File: config.mk
export PLATFORM = sky130hd
export DESIGN_NAME = pong_top
export DESIGN_NICKNAME = d
export VERILOG_FILES = /design/src/pong_pkg.sv /design/src/ball_motion.sv /design/src/paddle_control.sv /design/src/pixel_renderer.sv /design/src/pong_top.sv /design/src/vga_timing.sv
export SDC_FILE = /design/constraint.sdc
export NUM_CORES = 1
export LEC_CHECK = 0
export BUFFER_PORTS_ARGS = -buffer_cell sky130_fd_sc_hd__clkbuf_2
export CORE_MARGIN = 10
export CORE_UTILIZATION = 55
export DETAILED_ROUTE_END_ITERATION = 16
export GPL_TIMING_DRIVEN = 0
export HOLD_SLACK_MARGIN = 0.12
export PLACE_DENSITY = 0.77
export SLEW_MARGIN = 30
export SYNTH_ARGS = -nofsm -noshare
export SYNTH_HDL_FRONTEND = slang
export SYNTH_SLANG_ARGS = --single-unit
File: constraint.sdc
create_clock -name clk_div -period 4.7 [get_ports clk_div]
set_input_delay 0.47 -clock clk_div [delete_from_list [all_inputs] [get_ports clk_div]]
set_output_delay 0.47 -clock clk_div [all_outputs]
set_load 0.02 [all_outputs]
File: src/pong_pkg.sv
package pong_pkg;

    typedef logic [9:0] coord_t;  // Screen coordinate, covers the full 800x525 raster

    typedef struct packed {
        logic up;
        logic down;
    } buttons_t;

    // Opponent in the upper nibble, player in the lower one
    typedef struct packed {
        logic [3:0] opp;
        logic [3:0] player;
    } score_t;

    typedef struct packed {
        coord_t ball_x;        // Top-left corner of the ball
        coord_t ball_y;
        coord_t paddle_y;      // Top edge of the player paddle
        coord_t opp_paddle_y;  // Top edge of the opponent paddle
        score_t score;
    } game_state_t;

    // Output byte as it leaves the pins, vsync on the MSB
    typedef struct packed {
        logic       vsync;
        logic       hsync;
        logic [1:0] red;
        logic [1:0] green;
        logic [1:0] blue;
    } vga_pixel_t;

    // 640x480 at 60 Hz, 800x525 total
    localparam int H_VISIBLE = 640;
    localparam int H_FRONT   = 16;
    localparam int H_SYNC    = 96;
    localparam int H_BACK    = 48;
    localparam int V_VISIBLE = 480;
    localparam int V_FRONT   = 10;
    localparam int V_SYNC    = 2;
    localparam int V_BACK    = 33;

    // Game geometry and speed
    localparam int FRAME_DIV       = 2;    // Frames per game tick
    localparam int BALL_SIZE       = 10;
    localparam int BALL_SPEED      = 2;
    localparam int PADDLE_WIDTH    = 10;
    localparam int PADDLE_HEIGHT   = 60;
    localparam int PADDLE_SPEED    = 2;
    localparam int OPP_PADDLE_X    = 30;   // Left column of the opponent paddle
    localparam int PLAYER_PADDLE_X = 600;  // Left column of the player paddle
    localparam int MID_LINE_WIDTH  = 4;

    // RGB as {red, green, blue}, two bits each
    localparam logic [5:0] COLOR_WHITE  = 6'b11_11_11;
    localparam logic [5:0] COLOR_PURPLE = 6'b11_00_11;

endpackage

File: src/ball_motion.sv
`timescale 1ns/10ps

module ball_motion #(
    parameter int H_VISIBLE       = pong_pkg::H_VISIBLE,
    parameter int V_VISIBLE       = pong_pkg::V_VISIBLE,
    parameter int BALL_SIZE       = pong_pkg::BALL_SIZE,
    parameter int BALL_SPEED      = pong_pkg::BALL_SPEED,
    parameter int PADDLE_WIDTH    = pong_pkg::PADDLE_WIDTH,
    parameter int PADDLE_HEIGHT   = pong_pkg::PADDLE_HEIGHT,
    parameter int OPP_PADDLE_X    = pong_pkg::OPP_PADDLE_X,
    parameter int PLAYER_PADDLE_X = pong_pkg::PLAYER_PADDLE_X
) (
    input  logic             clk_div,
    input  logic             rst_n,
    input  logic             game_tick,
    input  pong_pkg::coord_t paddle_y,
    input  pong_pkg::coord_t opp_paddle_y,
    output pong_pkg::coord_t ball_x,
    output pong_pkg::coord_t ball_y,
    output pong_pkg::score_t score
);

    localparam pong_pkg::coord_t SPEED    = pong_pkg::coord_t'(BALL_SPEED);
    localparam pong_pkg::coord_t SIZE     = pong_pkg::coord_t'(BALL_SIZE);
    localparam pong_pkg::coord_t PAD_H    = pong_pkg::coord_t'(PADDLE_HEIGHT);
    localparam pong_pkg::coord_t CENTER_X = pong_pkg::coord_t'(H_VISIBLE / 2);
    localparam pong_pkg::coord_t CENTER_Y = pong_pkg::coord_t'(V_VISIBLE / 2);
    localparam pong_pkg::coord_t OPP_FACE = pong_pkg::coord_t'(OPP_PADDLE_X + PADDLE_WIDTH);
    localparam pong_pkg::coord_t PLR_FACE = pong_pkg::coord_t'(PLAYER_PADDLE_X);
    localparam pong_pkg::coord_t Y_LIMIT  = pong_pkg::coord_t'(V_VISIBLE - BALL_SIZE - BALL_SPEED);
    localparam pong_pkg::coord_t X_LIMIT  = pong_pkg::coord_t'(H_VISIBLE - BALL_SIZE - BALL_SPEED);

    logic dir_x;      // 1 moves right
    logic dir_y;      // 1 moves down
    logic nxt_dir_x;
    logic nxt_dir_y;
    logic hit_opp;
    logic hit_player;
    logic miss_left;  // Player scores
    logic miss_right; // Opponent scores

    // Paddle faces only count when the ball travels toward them
    assign hit_opp    = !dir_x && (ball_x <= OPP_FACE)
                        && (ball_y >= opp_paddle_y) && (ball_y < opp_paddle_y + PAD_H);
    assign hit_player = dir_x && (ball_x + SIZE >= PLR_FACE)
                        && (ball_y >= paddle_y) && (ball_y < paddle_y + PAD_H);

    assign miss_left  = (ball_x <= SPEED);
    assign miss_right = (ball_x >= X_LIMIT);

    always_comb begin
        nxt_dir_x = dir_x;
        if (hit_opp)
            nxt_dir_x = 1'b1;
        else if (hit_player)
            nxt_dir_x = 1'b0;

        nxt_dir_y = dir_y;
        if (!dir_y && (ball_y <= SPEED))
            nxt_dir_y = 1'b1;  // Top wall
        else if (dir_y && (ball_y >= Y_LIMIT))
            nxt_dir_y = 1'b0;  // Bottom wall
    end

    always_ff @(posedge clk_div) begin
        if (!rst_n) begin
            ball_x <= CENTER_X;
            ball_y <= CENTER_Y;
            dir_x  <= 1'b1;
            dir_y  <= 1'b1;
            score  <= '0;
        end else if (game_tick) begin
            dir_x <= nxt_dir_x;  // Kept across a re-centre
            dir_y <= nxt_dir_y;
            if (miss_left || miss_right) begin
                ball_x <= CENTER_X;
                ball_y <= CENTER_Y;
            end else begin
                ball_x <= nxt_dir_x ? ball_x + SPEED : ball_x - SPEED;
                ball_y <= nxt_dir_y ? ball_y + SPEED : ball_y - SPEED;
            end
            // Each nibble stops at 9
            if (miss_left && (score.player < 4'd9))
                score.player <= score.player + 4'd1;
            if (miss_right && (score.opp < 4'd9))
                score.opp <= score.opp + 4'd1;
        end
    end

endmodule

File: src/paddle_control.sv
`timescale 1ns/10ps

module paddle_control #(
    parameter int V_VISIBLE     = pong_pkg::V_VISIBLE,
    parameter int PADDLE_HEIGHT = pong_pkg::PADDLE_HEIGHT,
    parameter int PADDLE_SPEED  = pong_pkg::PADDLE_SPEED
) (
    input  logic               clk_div,
    input  logic               rst_n,
    input  logic               game_tick,
    input  pong_pkg::buttons_t buttons,
    input  pong_pkg::coord_t   ball_y,
    output pong_pkg::coord_t   paddle_y,
    output pong_pkg::coord_t   opp_paddle_y
);

    localparam pong_pkg::coord_t SPEED  = pong_pkg::coord_t'(PADDLE_SPEED);
    localparam pong_pkg::coord_t HALF_H = pong_pkg::coord_t'(PADDLE_HEIGHT / 2);
    localparam pong_pkg::coord_t BOTTOM = pong_pkg::coord_t'(V_VISIBLE - PADDLE_HEIGHT - PADDLE_SPEED);
    localparam pong_pkg::coord_t START  = pong_pkg::coord_t'((V_VISIBLE - PADDLE_HEIGHT) / 2);

    pong_pkg::coord_t opp_center;  // Middle row of the opponent paddle

    assign opp_center = opp_paddle_y + HALF_H;

    // Player paddle, up wins when both buttons are held
    always_ff @(posedge clk_div) begin
        if (!rst_n) begin
            paddle_y <= START;
        end else if (game_tick) begin
            if (buttons.up) begin
                if (paddle_y >= SPEED)
                    paddle_y <= paddle_y - SPEED;
            end else if (buttons.down && (paddle_y <= BOTTOM)) begin
                paddle_y <= paddle_y + SPEED;
            end
        end
    end

    // Opponent steers its centre toward the ball
    always_ff @(posedge clk_div) begin
        if (!rst_n) begin
            opp_paddle_y <= START;
        end else if (game_tick) begin
            if ((ball_y < opp_center) && (opp_paddle_y >= SPEED))
                opp_paddle_y <= opp_paddle_y - SPEED;
            else if ((ball_y > opp_center) && (opp_paddle_y <= BOTTOM))
                opp_paddle_y <= opp_paddle_y + SPEED;  // Holds when already centred
        end
    end

endmodule

File: src/pixel_renderer.sv
`timescale 1ns/10ps

module pixel_renderer #(
    parameter int H_VISIBLE       = pong_pkg::H_VISIBLE,
    parameter int V_VISIBLE       = pong_pkg::V_VISIBLE,
    parameter int BALL_SIZE       = pong_pkg::BALL_SIZE,
    parameter int PADDLE_WIDTH    = pong_pkg::PADDLE_WIDTH,
    parameter int PADDLE_HEIGHT   = pong_pkg::PADDLE_HEIGHT,
    parameter int OPP_PADDLE_X    = pong_pkg::OPP_PADDLE_X,
    parameter int PLAYER_PADDLE_X = pong_pkg::PLAYER_PADDLE_X,
    parameter int MID_LINE_WIDTH  = pong_pkg::MID_LINE_WIDTH
) (
    input  logic                  clk_div,
    input  logic                  rst_n,
    input  pong_pkg::coord_t      h_count,
    input  pong_pkg::coord_t      v_count,
    input  logic                  h_blank_sync,
    input  logic                  v_blank_sync,
    input  pong_pkg::game_state_t state,
    output pong_pkg::vga_pixel_t  vga
);

    localparam pong_pkg::coord_t H_VIS   = pong_pkg::coord_t'(H_VISIBLE);
    localparam pong_pkg::coord_t V_VIS   = pong_pkg::coord_t'(V_VISIBLE);
    localparam pong_pkg::coord_t SIZE    = pong_pkg::coord_t'(BALL_SIZE);
    localparam pong_pkg::coord_t PAD_H   = pong_pkg::coord_t'(PADDLE_HEIGHT);
    localparam pong_pkg::coord_t OPP_L   = pong_pkg::coord_t'(OPP_PADDLE_X);
    localparam pong_pkg::coord_t OPP_R   = pong_pkg::coord_t'(OPP_PADDLE_X + PADDLE_WIDTH);
    localparam pong_pkg::coord_t PLR_L   = pong_pkg::coord_t'(PLAYER_PADDLE_X);
    localparam pong_pkg::coord_t PLR_R   = pong_pkg::coord_t'(PLAYER_PADDLE_X + PADDLE_WIDTH);
    localparam pong_pkg::coord_t MID_X   = pong_pkg::coord_t'(H_VISIBLE / 2);
    localparam pong_pkg::coord_t MID_HLF = pong_pkg::coord_t'(MID_LINE_WIDTH / 2);

    logic       visible;
    logic       in_opp;
    logic       in_player;
    logic       in_ball;
    logic       in_mid;
    logic [5:0] color;  // {red, green, blue}

    assign visible = (h_count < H_VIS) && (v_count < V_VIS);

    // Hit tests, all half-open ranges from the top-left corner
    assign in_opp    = (h_count >= OPP_L) && (h_count < OPP_R)
                       && (v_count >= state.opp_paddle_y)
                       && (v_count < state.opp_paddle_y + PAD_H);
    assign in_player = (h_count >= PLR_L) && (h_count < PLR_R)
                       && (v_count >= state.paddle_y)
                       && (v_count < state.paddle_y + PAD_H);
    assign in_ball   = (h_count >= state.ball_x) && (h_count < state.ball_x + SIZE)
                       && (v_count >= state.ball_y) && (v_count < state.ball_y + SIZE);
    assign in_mid    = (h_count + MID_HLF >= MID_X) && (h_count < MID_X + MID_HLF);

    always_comb begin
        if (!visible)
            color = 6'b0;  // Blanking stays black
        else if (in_opp || in_player)
            color = pong_pkg::COLOR_WHITE;
        else if (in_ball)
            color = pong_pkg::COLOR_WHITE;  // Paddles drawn over the ball
        else if (in_mid)
            color = pong_pkg::COLOR_PURPLE;
        else
            color = 6'b0;
    end

    // Syncs and colour leave on the same edge, one cycle behind the counters
    always_ff @(posedge clk_div) begin
        if (!rst_n) begin
            vga.vsync <= 1'b1;
            vga.hsync <= 1'b1;
            {vga.red, vga.green, vga.blue} <= 6'b0;
        end else begin
            vga.vsync <= v_blank_sync;
            vga.hsync <= h_blank_sync;
            {vga.red, vga.green, vga.blue} <= color;
        end
    end

endmodule

File: src/pong_top.sv
`timescale 1ns/10ps

module pong_top #(
    parameter int H_VISIBLE       = pong_pkg::H_VISIBLE,
    parameter int H_FRONT         = pong_pkg::H_FRONT,
    parameter int H_SYNC          = pong_pkg::H_SYNC,
    parameter int H_BACK          = pong_pkg::H_BACK,
    parameter int V_VISIBLE       = pong_pkg::V_VISIBLE,
    parameter int V_FRONT         = pong_pkg::V_FRONT,
    parameter int V_SYNC          = pong_pkg::V_SYNC,
    parameter int V_BACK          = pong_pkg::V_BACK,
    parameter int FRAME_DIV       = pong_pkg::FRAME_DIV,
    parameter int BALL_SIZE       = pong_pkg::BALL_SIZE,
    parameter int BALL_SPEED      = pong_pkg::BALL_SPEED,
    parameter int PADDLE_WIDTH    = pong_pkg::PADDLE_WIDTH,
    parameter int PADDLE_HEIGHT   = pong_pkg::PADDLE_HEIGHT,
    parameter int PADDLE_SPEED    = pong_pkg::PADDLE_SPEED,
    parameter int OPP_PADDLE_X    = pong_pkg::OPP_PADDLE_X,
    parameter int PLAYER_PADDLE_X = pong_pkg::PLAYER_PADDLE_X,
    parameter int MID_LINE_WIDTH  = pong_pkg::MID_LINE_WIDTH
) (
    input  logic                  clk_div,
    input  logic                  rst_n,
    input  pong_pkg::buttons_t    buttons,
    output pong_pkg::vga_pixel_t  vga,
    output pong_pkg::game_state_t state
);

    pong_pkg::coord_t h_count;
    pong_pkg::coord_t v_count;
    logic             h_blank_sync;
    logic             v_blank_sync;
    logic             game_tick;     // One pulse per FRAME_DIV frames
    pong_pkg::coord_t ball_x;
    pong_pkg::coord_t ball_y;
    pong_pkg::coord_t paddle_y;
    pong_pkg::coord_t opp_paddle_y;
    pong_pkg::score_t score;

    // Game state bundle, also read back by the renderer
    assign state = '{ball_x: ball_x, ball_y: ball_y, paddle_y: paddle_y,
                     opp_paddle_y: opp_paddle_y, score: score};

    vga_timing #(
        .H_VISIBLE(H_VISIBLE), .H_FRONT(H_FRONT), .H_SYNC(H_SYNC), .H_BACK(H_BACK),
        .V_VISIBLE(V_VISIBLE), .V_FRONT(V_FRONT), .V_SYNC(V_SYNC), .V_BACK(V_BACK),
        .FRAME_DIV(FRAME_DIV)
    ) u_timing (
        .clk_div, .rst_n, .h_count, .v_count, .h_blank_sync, .v_blank_sync, .game_tick
    );

    ball_motion #(
        .H_VISIBLE(H_VISIBLE), .V_VISIBLE(V_VISIBLE),
        .BALL_SIZE(BALL_SIZE), .BALL_SPEED(BALL_SPEED),
        .PADDLE_WIDTH(PADDLE_WIDTH), .PADDLE_HEIGHT(PADDLE_HEIGHT),
        .OPP_PADDLE_X(OPP_PADDLE_X), .PLAYER_PADDLE_X(PLAYER_PADDLE_X)
    ) u_ball (
        .clk_div, .rst_n, .game_tick, .paddle_y, .opp_paddle_y, .ball_x, .ball_y, .score
    );

    paddle_control #(
        .V_VISIBLE(V_VISIBLE), .PADDLE_HEIGHT(PADDLE_HEIGHT), .PADDLE_SPEED(PADDLE_SPEED)
    ) u_paddles (
        .clk_div, .rst_n, .game_tick, .buttons, .ball_y, .paddle_y, .opp_paddle_y
    );

    pixel_renderer #(
        .H_VISIBLE(H_VISIBLE), .V_VISIBLE(V_VISIBLE), .BALL_SIZE(BALL_SIZE),
        .PADDLE_WIDTH(PADDLE_WIDTH), .PADDLE_HEIGHT(PADDLE_HEIGHT),
        .OPP_PADDLE_X(OPP_PADDLE_X), .PLAYER_PADDLE_X(PLAYER_PADDLE_X),
        .MID_LINE_WIDTH(MID_LINE_WIDTH)
    ) u_render (
        .clk_div, .rst_n, .h_count, .v_count, .h_blank_sync, .v_blank_sync, .state, .vga
    );

endmodule

File: src/vga_timing.sv
`timescale 1ns/10ps

module vga_timing #(
    parameter int H_VISIBLE = pong_pkg::H_VISIBLE,
    parameter int H_FRONT   = pong_pkg::H_FRONT,
    parameter int H_SYNC    = pong_pkg::H_SYNC,
    parameter int H_BACK    = pong_pkg::H_BACK,
    parameter int V_VISIBLE = pong_pkg::V_VISIBLE,
    parameter int V_FRONT   = pong_pkg::V_FRONT,
    parameter int V_SYNC    = pong_pkg::V_SYNC,
    parameter int V_BACK    = pong_pkg::V_BACK,
    parameter int FRAME_DIV = pong_pkg::FRAME_DIV
) (
    input  logic             clk_div,
    input  logic             rst_n,
    output pong_pkg::coord_t h_count,
    output pong_pkg::coord_t v_count,
    output logic             h_blank_sync,  // Active low
    output logic             v_blank_sync,  // Active low
    output logic             game_tick
);

    localparam int H_TOTAL = H_VISIBLE + H_FRONT + H_SYNC + H_BACK;
    localparam int V_TOTAL = V_VISIBLE + V_FRONT + V_SYNC + V_BACK;
    localparam int FW      = (FRAME_DIV > 1) ? $clog2(FRAME_DIV) : 1;

    // Sync windows and wrap points as screen coordinates
    localparam pong_pkg::coord_t H_LAST   = pong_pkg::coord_t'(H_TOTAL - 1);
    localparam pong_pkg::coord_t V_LAST   = pong_pkg::coord_t'(V_TOTAL - 1);
    localparam pong_pkg::coord_t HS_START = pong_pkg::coord_t'(H_VISIBLE + H_FRONT);
    localparam pong_pkg::coord_t HS_END   = pong_pkg::coord_t'(H_VISIBLE + H_FRONT + H_SYNC);
    localparam pong_pkg::coord_t VS_START = pong_pkg::coord_t'(V_VISIBLE + V_FRONT);
    localparam pong_pkg::coord_t VS_END   = pong_pkg::coord_t'(V_VISIBLE + V_FRONT + V_SYNC);

    logic [FW-1:0] frame_cnt;  // Frames since the last tick
    logic          line_end;
    logic          frame_end;

    assign line_end  = (h_count == H_LAST);
    assign frame_end = line_end && (v_count == V_LAST);  // Last pixel of the frame

    always_ff @(posedge clk_div) begin
        if (!rst_n) begin
            h_count <= '0;
            v_count <= '0;
        end else if (line_end) begin
            h_count <= '0;
            v_count <= frame_end ? '0 : v_count + 10'd1;
        end else begin
            h_count <= h_count + 10'd1;
        end
    end

    // Slows the game to a playable rate
    always_ff @(posedge clk_div) begin
        if (!rst_n)
            frame_cnt <= '0;
        else if (frame_end)
            frame_cnt <= (frame_cnt == FW'(FRAME_DIV - 1)) ? '0 : frame_cnt + FW'(1);
    end

    assign game_tick = frame_end && (frame_cnt == FW'(FRAME_DIV - 1));  // One cycle wide

    // Raw sync levels, low inside the sync window
    assign h_blank_sync = !((h_count >= HS_START) && (h_count < HS_END));
    assign v_blank_sync = !((v_count >= VS_START) && (v_count < VS_END));

endmodule
* Word-level counts from Yosys, hierarchy flattened
Cells that the tools add are included.
** Word-level totals
- Flip-flop bits (word level) :: 79
- Input bits :: 4
- Word-level logic and storage cells :: 137
** Operators by class
- $add $sub $neg :: 19
- Order comparisons :: 38
- Equality and inequality tests :: 3
- Muxes and demuxes :: 18
- Bitwise operators :: 1
- Reductions and logical operators :: 42
** Operator list (count)
- 10-bit two-way mux :: 10
- 10-bit < comparator :: 7
- 10-bit >= comparator :: 6
- 10-bit by 2-bit adder with 10-bit output, second input constant :: 5
- 10-bit >= comparator, second input constant :: 4
- 10-bit by 2-bit subtractor with 10-bit output, second input constant :: 4
- 10-bit by 9-bit >= comparator with 1-bit output, second input constant :: 3
- 10-bit < comparator, second input constant :: 3
- 10-bit by 9-bit < comparator with 1-bit output, second input constant :: 3
- 1-bit logical AND :: 28
- 10-bit by 1-bit adder with 10-bit output, second input constant :: 2
- 10-bit by 4-bit adder with 10-bit output, second input constant :: 2
- 10-bit by 6-bit adder with 10-bit output, second input constant :: 2
- 10-bit equality test, second input constant :: 2
- 10-bit by 2-bit >= comparator with 1-bit output, second input constant :: 2
- 10-bit by 2-bit less-or-equal comparator with 1-bit output, second input constant :: 2
- 10-bit by 9-bit less-or-equal comparator with 1-bit output, second input constant :: 2
- 6-bit two-way mux :: 3
- 10-bit by 5-bit adder with 10-bit output, second input constant :: 1
- 10-bit by 5-bit >= comparator with 1-bit output, second input constant :: 1
- 10-bit greater-than comparator :: 1
- 10-bit by 6-bit less-or-equal comparator with 1-bit output, second input constant :: 1
- 10-bit by 6-bit < comparator with 1-bit output, second input constant :: 1
- 4-bit by 1-bit adder with 4-bit output, second input constant :: 2
- 11 further kinds :: 24

* Logic depth before layout (Yosys ltp)
Gate-level depths: netlist of run 1.
- Depth in word-level cells :: 9
- Mapped depth :: 15

* Modules after synthesis
A second synthesis of run 1 with hierarchy kept.
** Unflattened totals
- Cell total of the unflattened synthesis :: 1018
- Area total of the unflattened synthesis :: 8099.0 µm²
** By module, submodules not included
- ball_motion :: times used 1, cells an instance 377, area each 2900.3 µm²
- pixel_renderer :: times used 1, cells an instance 303, area each 2389.8 µm²
- paddle_control :: times used 1, cells an instance 218, area each 1749.2 µm²
- vga_timing :: times used 1, cells an instance 120, area each 1059.8 µm²

* Least setup slack after synthesis of run 1
Ideal clock, no wire load.
- Path kind :: register -> register
- From :: reg u_paddles.opp_paddle_y[2]
- To :: reg u_paddles.opp_paddle_y[9]
- Arrival time :: 3656 ps
- Data required time :: 4628 ps
- Path slack :: 972 ps
- Stages on the path, launching flop included :: 16
- Buffers on the path :: 1
- Cell sequence :: dfxtp_1 -> inv_1 -> ha_1 -> a21boi_0 -> nand2_1 -> nand4_1 -> xnor2_1 -> ha_1 -> a21o_1 -> a21oi_1 -> o21a_1 -> a31oi_1 -> clkbuf_1 -> or4_1 -> a211oi_1 -> mux2i_1
** Between the ends
- Longest elaborated chain between the ends :: 5
** RTL lines
- from (decl) :: RTL line paddle_control.sv:14 : output pong_pkg::coord_t opp_paddle_y
- from (signal assigned) :: RTL line paddle_control.sv:46 : opp_paddle_y <= opp_paddle_y - SPEED;
- from (signal assigned) :: RTL line paddle_control.sv:48 : opp_paddle_y <= opp_paddle_y + SPEED;
- 10-bit by 5-bit adder with 10-bit output :: RTL line paddle_control.sv:24 : assign opp_center = opp_paddle_y + HALF_H;
- 10-bit greater-than comparator or 10-bit < comparator (tied branches) :: RTL line paddle_control.sv:47, paddle_control.sv:45
- 1-bit logical AND, on equally long branches :: RTL line paddle_control.sv:47, paddle_control.sv:45
- 2-bit nonzero test (no line)
- 2-bit AND reduction (no line)
Several ways; a longest one is shown, not always the timed one. The select of a mux whose other input is x is not followed.
A chain may end at the register's enable or synchronous reset.

* Worst setup path in the final report of run 1
Same ends and word-level chain as after synthesis.

==> summary.txt, run 1 <==
Clock network
  – Worst-Skew Late Latency: around 360 ps
  – Clock transition at the registers of the reported paths: 70 ps
  – Number of sinks driven by the clock tree: a little over 70
  – H-tree lvl count: 3
  – TritonCTS clock tree: built
  – Post-CTS setup buffer count: 0
  – Quantity of hold-fixing buffers added after cts: 0
  – Resized Gates After CTS: 0
  – Buffer levels on the longest clock path: 2
  – Root Buffer Master: clkbuf_16
  – Number of buffers inserted during clock tree synthesis: 9

Die
  – Total die area: approximately 18000 µm²
  – I/O pin count: 60
  – Cell Rows: 41
  – Die span in y: approximately 130 µm
  – Area of the placeable core: 12700 µm²
  – Starting density of the core: between 50% and 60%
  – Die width: around 130 µm

Routing
  – # DRC: 0
  – Antenna viol nets, final: 0
  – 1st-pass router iterations: 5
  – Detailed Route Iter0 Violations: between 700 and 800
  – Number of vias in the routed layout: about 7100
  – Final routed wire length divided by cell count: 17.7 µm
  – Final WL: around 20 mm
  – Vias per inst: just over 6

Pwr
  – Leakage power figure: 3.47 nW
  – Sequential share of power: approximately 46%
  – Switch Pwr: about 340 µW
  – Worst voltage drop across the vdd grid: ~0.18 mV
  – Part of the power in the clock network: approximately half
  – Cell area power density: between 150 and 200 nW/µm²
  – P_int: about 980 µW
  – Total power after layout: ~1.3 mW
  – Relative contribution of combinational cells to total power: between 3 and 4%
  – Sw Ratio: around a quarter

Yosys
  – Most area-hungry cell type in the Yosys netlist: ha_1
  – Syn avg cell area: 7.89 µm²
  – Most used flip-flop cell after synthesis: dfxtp_1
  – Share of flip-flops with an asynchronous set or reset after synthesis: 0%
  – Number of instances in the synthesized netlist: between 900 and 1000
  – Synth area leaders: ha_1 (23%), dfxtp_1 (20%), xnor2_1 (6.5%), nor2_1 (4.3%), o21ai_0 (4.1%)
  – Sequential-to-total area share from yosys stat: around 20%
  – Top cell types by occurrence after synthesis: ha_1 (131), nor2_1 (82), dfxtp_1 (71), o21ai_0 (59), nand2_1 (58)
  – Most common cell in the netlist: ha_1
  – Total standard cell area after synthesis: about 7200 µm²
  – Yosys warning total: 0
  – Flops & latches, synth: 71
  – Number of different library cells in the post-synthesis netlist: between 60 and 70
  – Fraction of synthesized cell area taken by the top area cell type: 22.8%
  – Post-synth EDFFs: 0

Outcome
  – Outcome: finished clean

STA
  – F_max: 232 MHz
  – Min cycle time layout: between 4000 and 5000 ps
  – Unrepaired setup endpoints after global routing: false
  – Worst clock skew: about 9.1 ps
  – Headroom to the max-slew limit: a little over a third
  – Least-Margin Pin Slew: between 900 and 1000 ps
  – Final setup violating endpoints: 0
  – Endpoints failing hold: 0
  – Setup Total Neg Slack: 0 ps
  – Final period utilization: between 90% and 100%
  – Number of max-slew violations in the final report: 0

Critical path
  – Highest fanout seen on the critical path: 10
  – Path type of the worst setup path: reg2reg
  – Worst Setup Start Kind: flop
  – Required time at the worst-slack endpoint: approximately 5000 ps
  – Worst r2r path cells: 15
  – Worst setup EP type: flop
  – CP max stage cell: or4_1
  – CP delay by family, top: compound AO/OA/AOI/OAI gates
  – Crit path buf inv count: 2
  – Critical-path cell list: inv_1 > ha_1 > a21boi_0 > nand2_1 > nand4_1 > xnor2_1 > ha_1 > a21o_1 > a21oi_1 > o21a_1 > a31oi_1 > clkbuf_1 > or4_1 > a211oi_1 > mux2i_1
  – R2r startpoint: u_paddles.opp_paddle_y[2]
  – Endpoint of the worst-slack reg-to-reg timing path: u_paddles.opp_paddle_y[9]
  – Critical Path AT: about 4600 ps
  – Delay of the slowest cell on the worst path: between 500 and 600 ps
  – Startpoint of the worst setup timing path: u_paddles.opp_paddle_y[2]
  – Most common cell on crit path: ha_1
  – Setup slack on the worst flop-to-flop path: between 300 and 400 ps

Worst hold path
  – Hold endpoint: u_timing.h_count[0]
  – Cells on Worst Hold Path: 1
  – Tightest Hold Check Type: reg2reg
  – Critical hold path startpoint: u_timing.h_count[0]

Final layout
  – Area of the multi-input gates: ~5400 µm²
  – Finished Layout Cells: 1155
  – Final antenna diode count: 0
  – Number of nets in the final layout: 1113
  – Area Overhead vs Synth: 10.8%
  – Utilization after layout: 62.6%
  – Filler Cell Count: between 1000 and 1500
  – Seq. cell area: 1420 µm²
  – Fraction of layout cells with a size suffix above 1: 10.2%

Place
  – Number of placed instances, taps included: approximately 1100
  – RePlAce Congestion: approximately 0.95
  – Post-DP HPWL: 15.5 mm
  – Buffers on Ports: between 50 and 60

Global routing
  – First-pass GRT wire length: between 30 and 40 mm
  – Initial antenna violation count: 0
  – Total routing resource utilization after global routing: 22.5%
  – Largest net degree at the start of global routing: 15
  – Vias in the first global route: between 6000 and 7000
  – Total gr overflow: 0

Job
  – Max-cap viol count: 0
placed cells by master, fill, tap and decap left out, types with 22 or more instances in the layout:
cell      synthesis  routed
a21oi_1          44      44
clkbuf_1         29      29
clkbuf_2          0      53
dfxtp_1          71      71
ha_1            131     131
inv_1            57      57
nand2_1          58      58
nand3_1          45      45
nand4_1          22      22
nor2_1           82      82
nor3_1           26      26
o21ai_0          59      59
xnor2_1          53      53
power by group through the flow:
stage	Combinational, mW	Sequential [mW]	Clock (mW)
4_1_cts	0.0395	0.608	0.676
3_5_place_dp	0.0394	0.622	0
5_1_grt	0.0436	0.609	0.699
3_3_place_gp	0.0386	0.622	0
6_report	0.0404	0.608	0.669
2_1_floorplan	0.0278	0.620	0
cell families (layout without fill, tap and decap cells):
kind of cell    Yosys count  count (layout)  synth area share (%)
simple gates            309             309                  21.4
compound gates          214             214                  19.5
fa+ha+maj               134             134                  23.3
buf+inv                 102             171                  5.94
flops                    71              71                  19.8
xor+xnor                 66              66                  8.04
mux                      14              14                  2.02
other cells               1               4                0.0522
area by class of cell:
| cell class | count | share of cell area [%] |
|---|---|---|
| sequential | 71 | 17.8 |
| clock inverter | 7 | 0.691 |
| buffer | 43 | 2.58 |
| multi-input combinational | 741 | 67.2 |
| tap | 172 | 2.70 |
| timing repair buffer | 53 | 3.33 |
| inverter | 59 | 2.78 |
| clock buffer | 9 | 2.83 |
metal layers:
layer | up-vias | wire, µm | global-route usage (%)
met4 | 0 | 667 | 10.8
met2 | 289 | 9460 | 36.0
met5 | - | 0 | 0
met1 | 3299 | 8900 | 28.4
li1 | 3438 | - | -
met3 | 53 | 1470 | 4.41
per-stage QoR:
stage          worst slack, ps  hold slack [ps]  cell area [µm²]
6_report                   385              478             7960
5_1_grt                   82.5              520             7960
4_1_cts                    437              482             7960
3_5_place_dp               469              470             7680
3_3_place_gp               484              446             7680
2_1_floorplan              972              430             7200
how the worst max path moves through the flow:
stage,to,cells after the start
floorplan,u_paddles.opp_paddle_y[9],15
global placement,u_paddles.opp_paddle_y[9],15
detailed placement,u_paddles.opp_paddle_y[9],15
CTS,u_paddles.opp_paddle_y[9],15
global route,u_paddles.opp_paddle_y[9],15
finish,u_paddles.opp_paddle_y[9],15
flip-flops by register name (all words and copies together), names as in the netlist:
signal	cells
u_ball.ball_y	9
u_ball.ball_x	9
u_timing.frame_cnt	1
u_ball.dir_y	1
u_timing.v_count	10
u_ball.dir_x	1
u_paddles.opp_paddle_y	9
u_ball.score	8
u_timing.h_count	10
u_render.vga	4
u_paddles.paddle_y	9
worst register-to-register path: cells and delay by family (launching register included):
kind                     cells  cell delay [ps]
AO/OA/AOI/OAI                6             1490
AND/OR/NAND/NOR              3              970
XOR/XNOR                     1              130
multiplexers                 1              210
adder cells (fa/ha/maj)      2              500
flip-flops                   1              510
buffers and inverters        2              480
Power figures use the tool's default switching activity.
==> run 2, diff against run 1 <==
--- a/config.mk
+++ b/config.mk
@@ -11,7 +11,9 @@
 export DETAILED_ROUTE_END_ITERATION = 16
 export GPL_TIMING_DRIVEN = 0
 export HOLD_SLACK_MARGIN = 0.12
-export PLACE_DENSITY = 0.77
+export PLACE_DENSITY = 0.8
+export RECOVER_POWER = 50
+export REMOVE_ABC_BUFFERS = 1
 export SLEW_MARGIN = 30
 export SYNTH_ARGS = -nofsm -noshare
 export SYNTH_HDL_FRONTEND = slang
==> constraint.sdc (replaced) <==
create_clock -name clk_div -period 3.49 [get_ports clk_div]
set_input_delay 0.349 -clock clk_div [delete_from_list [all_inputs] [get_ports clk_div]]
set_output_delay 0.349 -clock clk_div [all_outputs]
set_load 0.02 [all_outputs]
==> summary.txt, run 2 (synthesized netlist as in run 1, its figures left out) <==
Critical path
  – Worst setup EP type: flop
  – Setup slack on the worst flop-to-flop path: 70 ps (-320 ps)
  – Critical Path AT: 3700 ps (-910 ps)
  – Worst r2r path cells: 12 (-3)
  – Highest fanout seen on the critical path: 3 (-7)
  – Worst Setup Start Kind: flop
  – Required time at the worst-slack endpoint: 3770 ps (-1220 ps)
  – Path type of the worst setup path: reg2reg
  – Endpoint of the worst-slack reg-to-reg timing path: u_render.vga[0]
  – R2r startpoint: u_paddles.paddle_y[2]

STA
  – Min cycle time layout: 3420 ps (-891 ps)
  – Setup Total Neg Slack: 0 ps (unchanged)
  – F_max: 292 MHz (+26%)
  – Final period utilization: 98.1% (+6.3 points)
  – Number of max-slew violations in the final report: 0 (unchanged)
  – Final setup violating endpoints: 0 (unchanged)
  – Least-Margin Pin Slew: 915 ps (-55.6 ps)
  – Worst clock skew: 4.04 ps (-5.03 ps)
  – Final worst setup slack: 66.7 ps (-319 ps)
  – Hold slack: 469 ps (-8.64 ps)
  – Headroom to the max-slew limit: 38.9% (+3.6 points)
  – Endpoints failing hold: 0 (unchanged)

Global routing
  – Vias in the first global route: 6771 (+2.3%)
  – First-pass GRT wire length: 33.5 mm (about the same)
  – Largest net degree at the start of global routing: 34 (+19)
  – Total routing resource utilization after global routing: 22.2% (-0.33 points)
  – Total gr overflow: 0 (unchanged)
  – Initial antenna violation count: 0 (unchanged)

Place
  – RePlAce Congestion: 0.940 (-1.1%)
  – Pre-CTS worst setup slack: -912 ps (-1380 ps)
  – Post-detailed-placement cell area: 7500 µm² (-2.3%)
  – Buffers on Ports: 55 (+3.8%)
  – Number of placed instances, taps included: 1098 (-3.6%)
  – Post-DP HPWL: 14.4 mm (-7.3%)

Outcome
  – Outcome: finished clean

Worst hold path
  – Cells on Worst Hold Path: 1 (unchanged)
  – Critical hold path startpoint: u_timing.h_count[0]
  – Hold endpoint: u_timing.h_count[0]
  – Tightest Hold Check Type: reg2reg

Clock network
  – Number of sinks driven by the clock tree: 71 (unchanged)
  – H-tree lvl count: 3 (unchanged)
  – Worst-Skew Late Latency: 350 ps (about the same)
  – Clock transition at the registers of the reported paths: 60 ps (about the same)
  – Root Buffer Master: clkbuf_16
  – Buffer levels on the longest clock path: 2 (unchanged)
  – Quantity of hold-fixing buffers added after cts: 0 (unchanged)
  – Number of buffers inserted during clock tree synthesis: 9 (unchanged)
  – TritonCTS clock tree: built

Pwr
  – Sequential share of power: 44.9% (-1.3 points)
  – Cell area power density: 222 nW/µm² (+34%)
  – Sw Ratio: 23.9% (-1.9 points)
  – Worst voltage drop across the vdd grid: 0.405 mV (+130%)
  – Relative contribution of combinational cells to total power: 2.6% (-0.5 points)
  – Leakage power figure: 3.43 nW (-1.1%)
  – Total power after layout: 1.81 mW (+37%)
  – P_int: 1.38 mW (+41%)
  – Part of the power in the clock network: 52.4% (+1.6 points)
  – Switch Pwr: 432 µW (+27%)

Die
  – Total die area: 18000 µm² (unchanged)
  – Cell Rows: 41 (unchanged)
  – Die width: 134 µm (unchanged)
  – Area of the placeable core: 12700 µm² (unchanged)
  – Die span in y: 134 µm (unchanged)
  – Starting density of the core: 56.5% (unchanged)
  – I/O pin count: 60 (unchanged)

Final layout
  – Area Overhead vs Synth: 13.8%
  – Post-route design area: 8180 µm² (+2.7%)
  – Filler Cell Count: 1140 (-4.9%)
  – Registers with the most flip-flops: u_timing.h_count (10), u_timing.v_count (10)
  – Number of nets in the final layout: 1096 (-1.5%)
  – Fraction of layout cells with a size suffix above 1: 11.2% (+1.0 points)
  – Utilization after layout: 64.3% (+1.7 points)
  – Commonest cells after routing, fill and taps aside: ha_1 (128), nor2_1 (81), dfxtp_1 (62)
  – Most common library cell in the layout ignoring fill and taps: ha_1
  – Finished Layout Cells: 1138 (-1.5%)
  – Final antenna diode count: 0 (unchanged)
  – Seq. cell area: 1450 µm² (+1.8%)
  – Area of the multi-input gates: 5570 µm² (+4.0%)

Routing
  – Number of vias in the routed layout: 7168 (+1.3%)
  – Final routed wire length divided by cell count: 18.2 µm (+2.5%)
  – Antenna viol nets, final: 0 (unchanged)
  – Final WL: 20.7 mm (+1.0%)
  – 1st-pass router iterations: 5 (unchanged)
  – Vias per inst: 6.30 (+2.8%)
  – # DRC: 0 (unchanged)
  – Detailed Route Iter0 Violations: 619 (-19%)

Job
  – Max-cap viol count: 0 (unchanged)
run 2: how the worst max path moves through the flow:
stage                               from                        end  slack (ps)  depth (start not counted)
3_5_place_dp   u_paddles.opp_paddle_y[2]  u_paddles.opp_paddle_y[4]        -910                         14
6_report           u_paddles.paddle_y[2]            u_render.vga[0]          70                         12
4_1_cts        u_paddles.opp_paddle_y[3]  u_paddles.opp_paddle_y[6]           7                         14
2_1_floorplan  u_paddles.opp_paddle_y[2]  u_paddles.opp_paddle_y[4]        -320                         14
3_3_place_gp   u_paddles.opp_paddle_y[2]  u_paddles.opp_paddle_y[7]        -850                         13
5_1_grt            u_paddles.paddle_y[3]            u_render.vga[0]         -20                         13
run 2: worst max-delay path, cell delays in order, from the launching register on:
cell	delay (ps)
dfxtp_4	370
buf_4	150
nor3_2	190
xnor2_1	170
ha_1	280
or3_4	370
o21ai_2	80
a21oi_2	50
maj3_2	320
maj3_2	310
maj3_2	320
or4b_4	560
a31oi_4	180
run 2: metal layers:
| metal | part of all wire (%) | wire length [µm] | track usage (%) | up-vias |
|---|---|---|---|---|
| li1 | - | - | - | 3421 |
| met1 | 43 | 8930 | 27.6 | 3374 |
| met2 | 46 | 9560 | 36.5 | 325 |
| met3 | 7.7 | 1600 | 4.26 | 48 |
| met4 | 3.0 | 611 | 9.49 | 0 |
| met5 | 0 | 0 | 0 | - |
run 2: timing repair:
item / 4_1_cts / 5_1_grt
gates resized for setup: 37 / 28
pin swaps: 1 / 9
cloned: 0 / 0
setup buffers: 9 / 15
setup endpoints to repair: 20 / 30
run 2: final cells by class:
type | count | area share [%]
timing repair buffer | 79 | 5.00
multi-input combinational | 741 | 68.1
sequential | 71 | 17.7
clock inverter | 6 | 0.842
inverter | 59 | 2.88
tap | 172 | 2.63
clock buffer | 10 | 2.80
run 2: power by group through the flow:
stage	logic, mW	registers (mW)	clock network, mW
finish	0.0476	0.814	0.950
global route	0.0534	0.815	0.984
CTS	0.0463	0.815	0.958
detailed placement	0.0461	0.836	0
global placement	0.0441	0.837	0
floorplan	0.0277	0.835	0
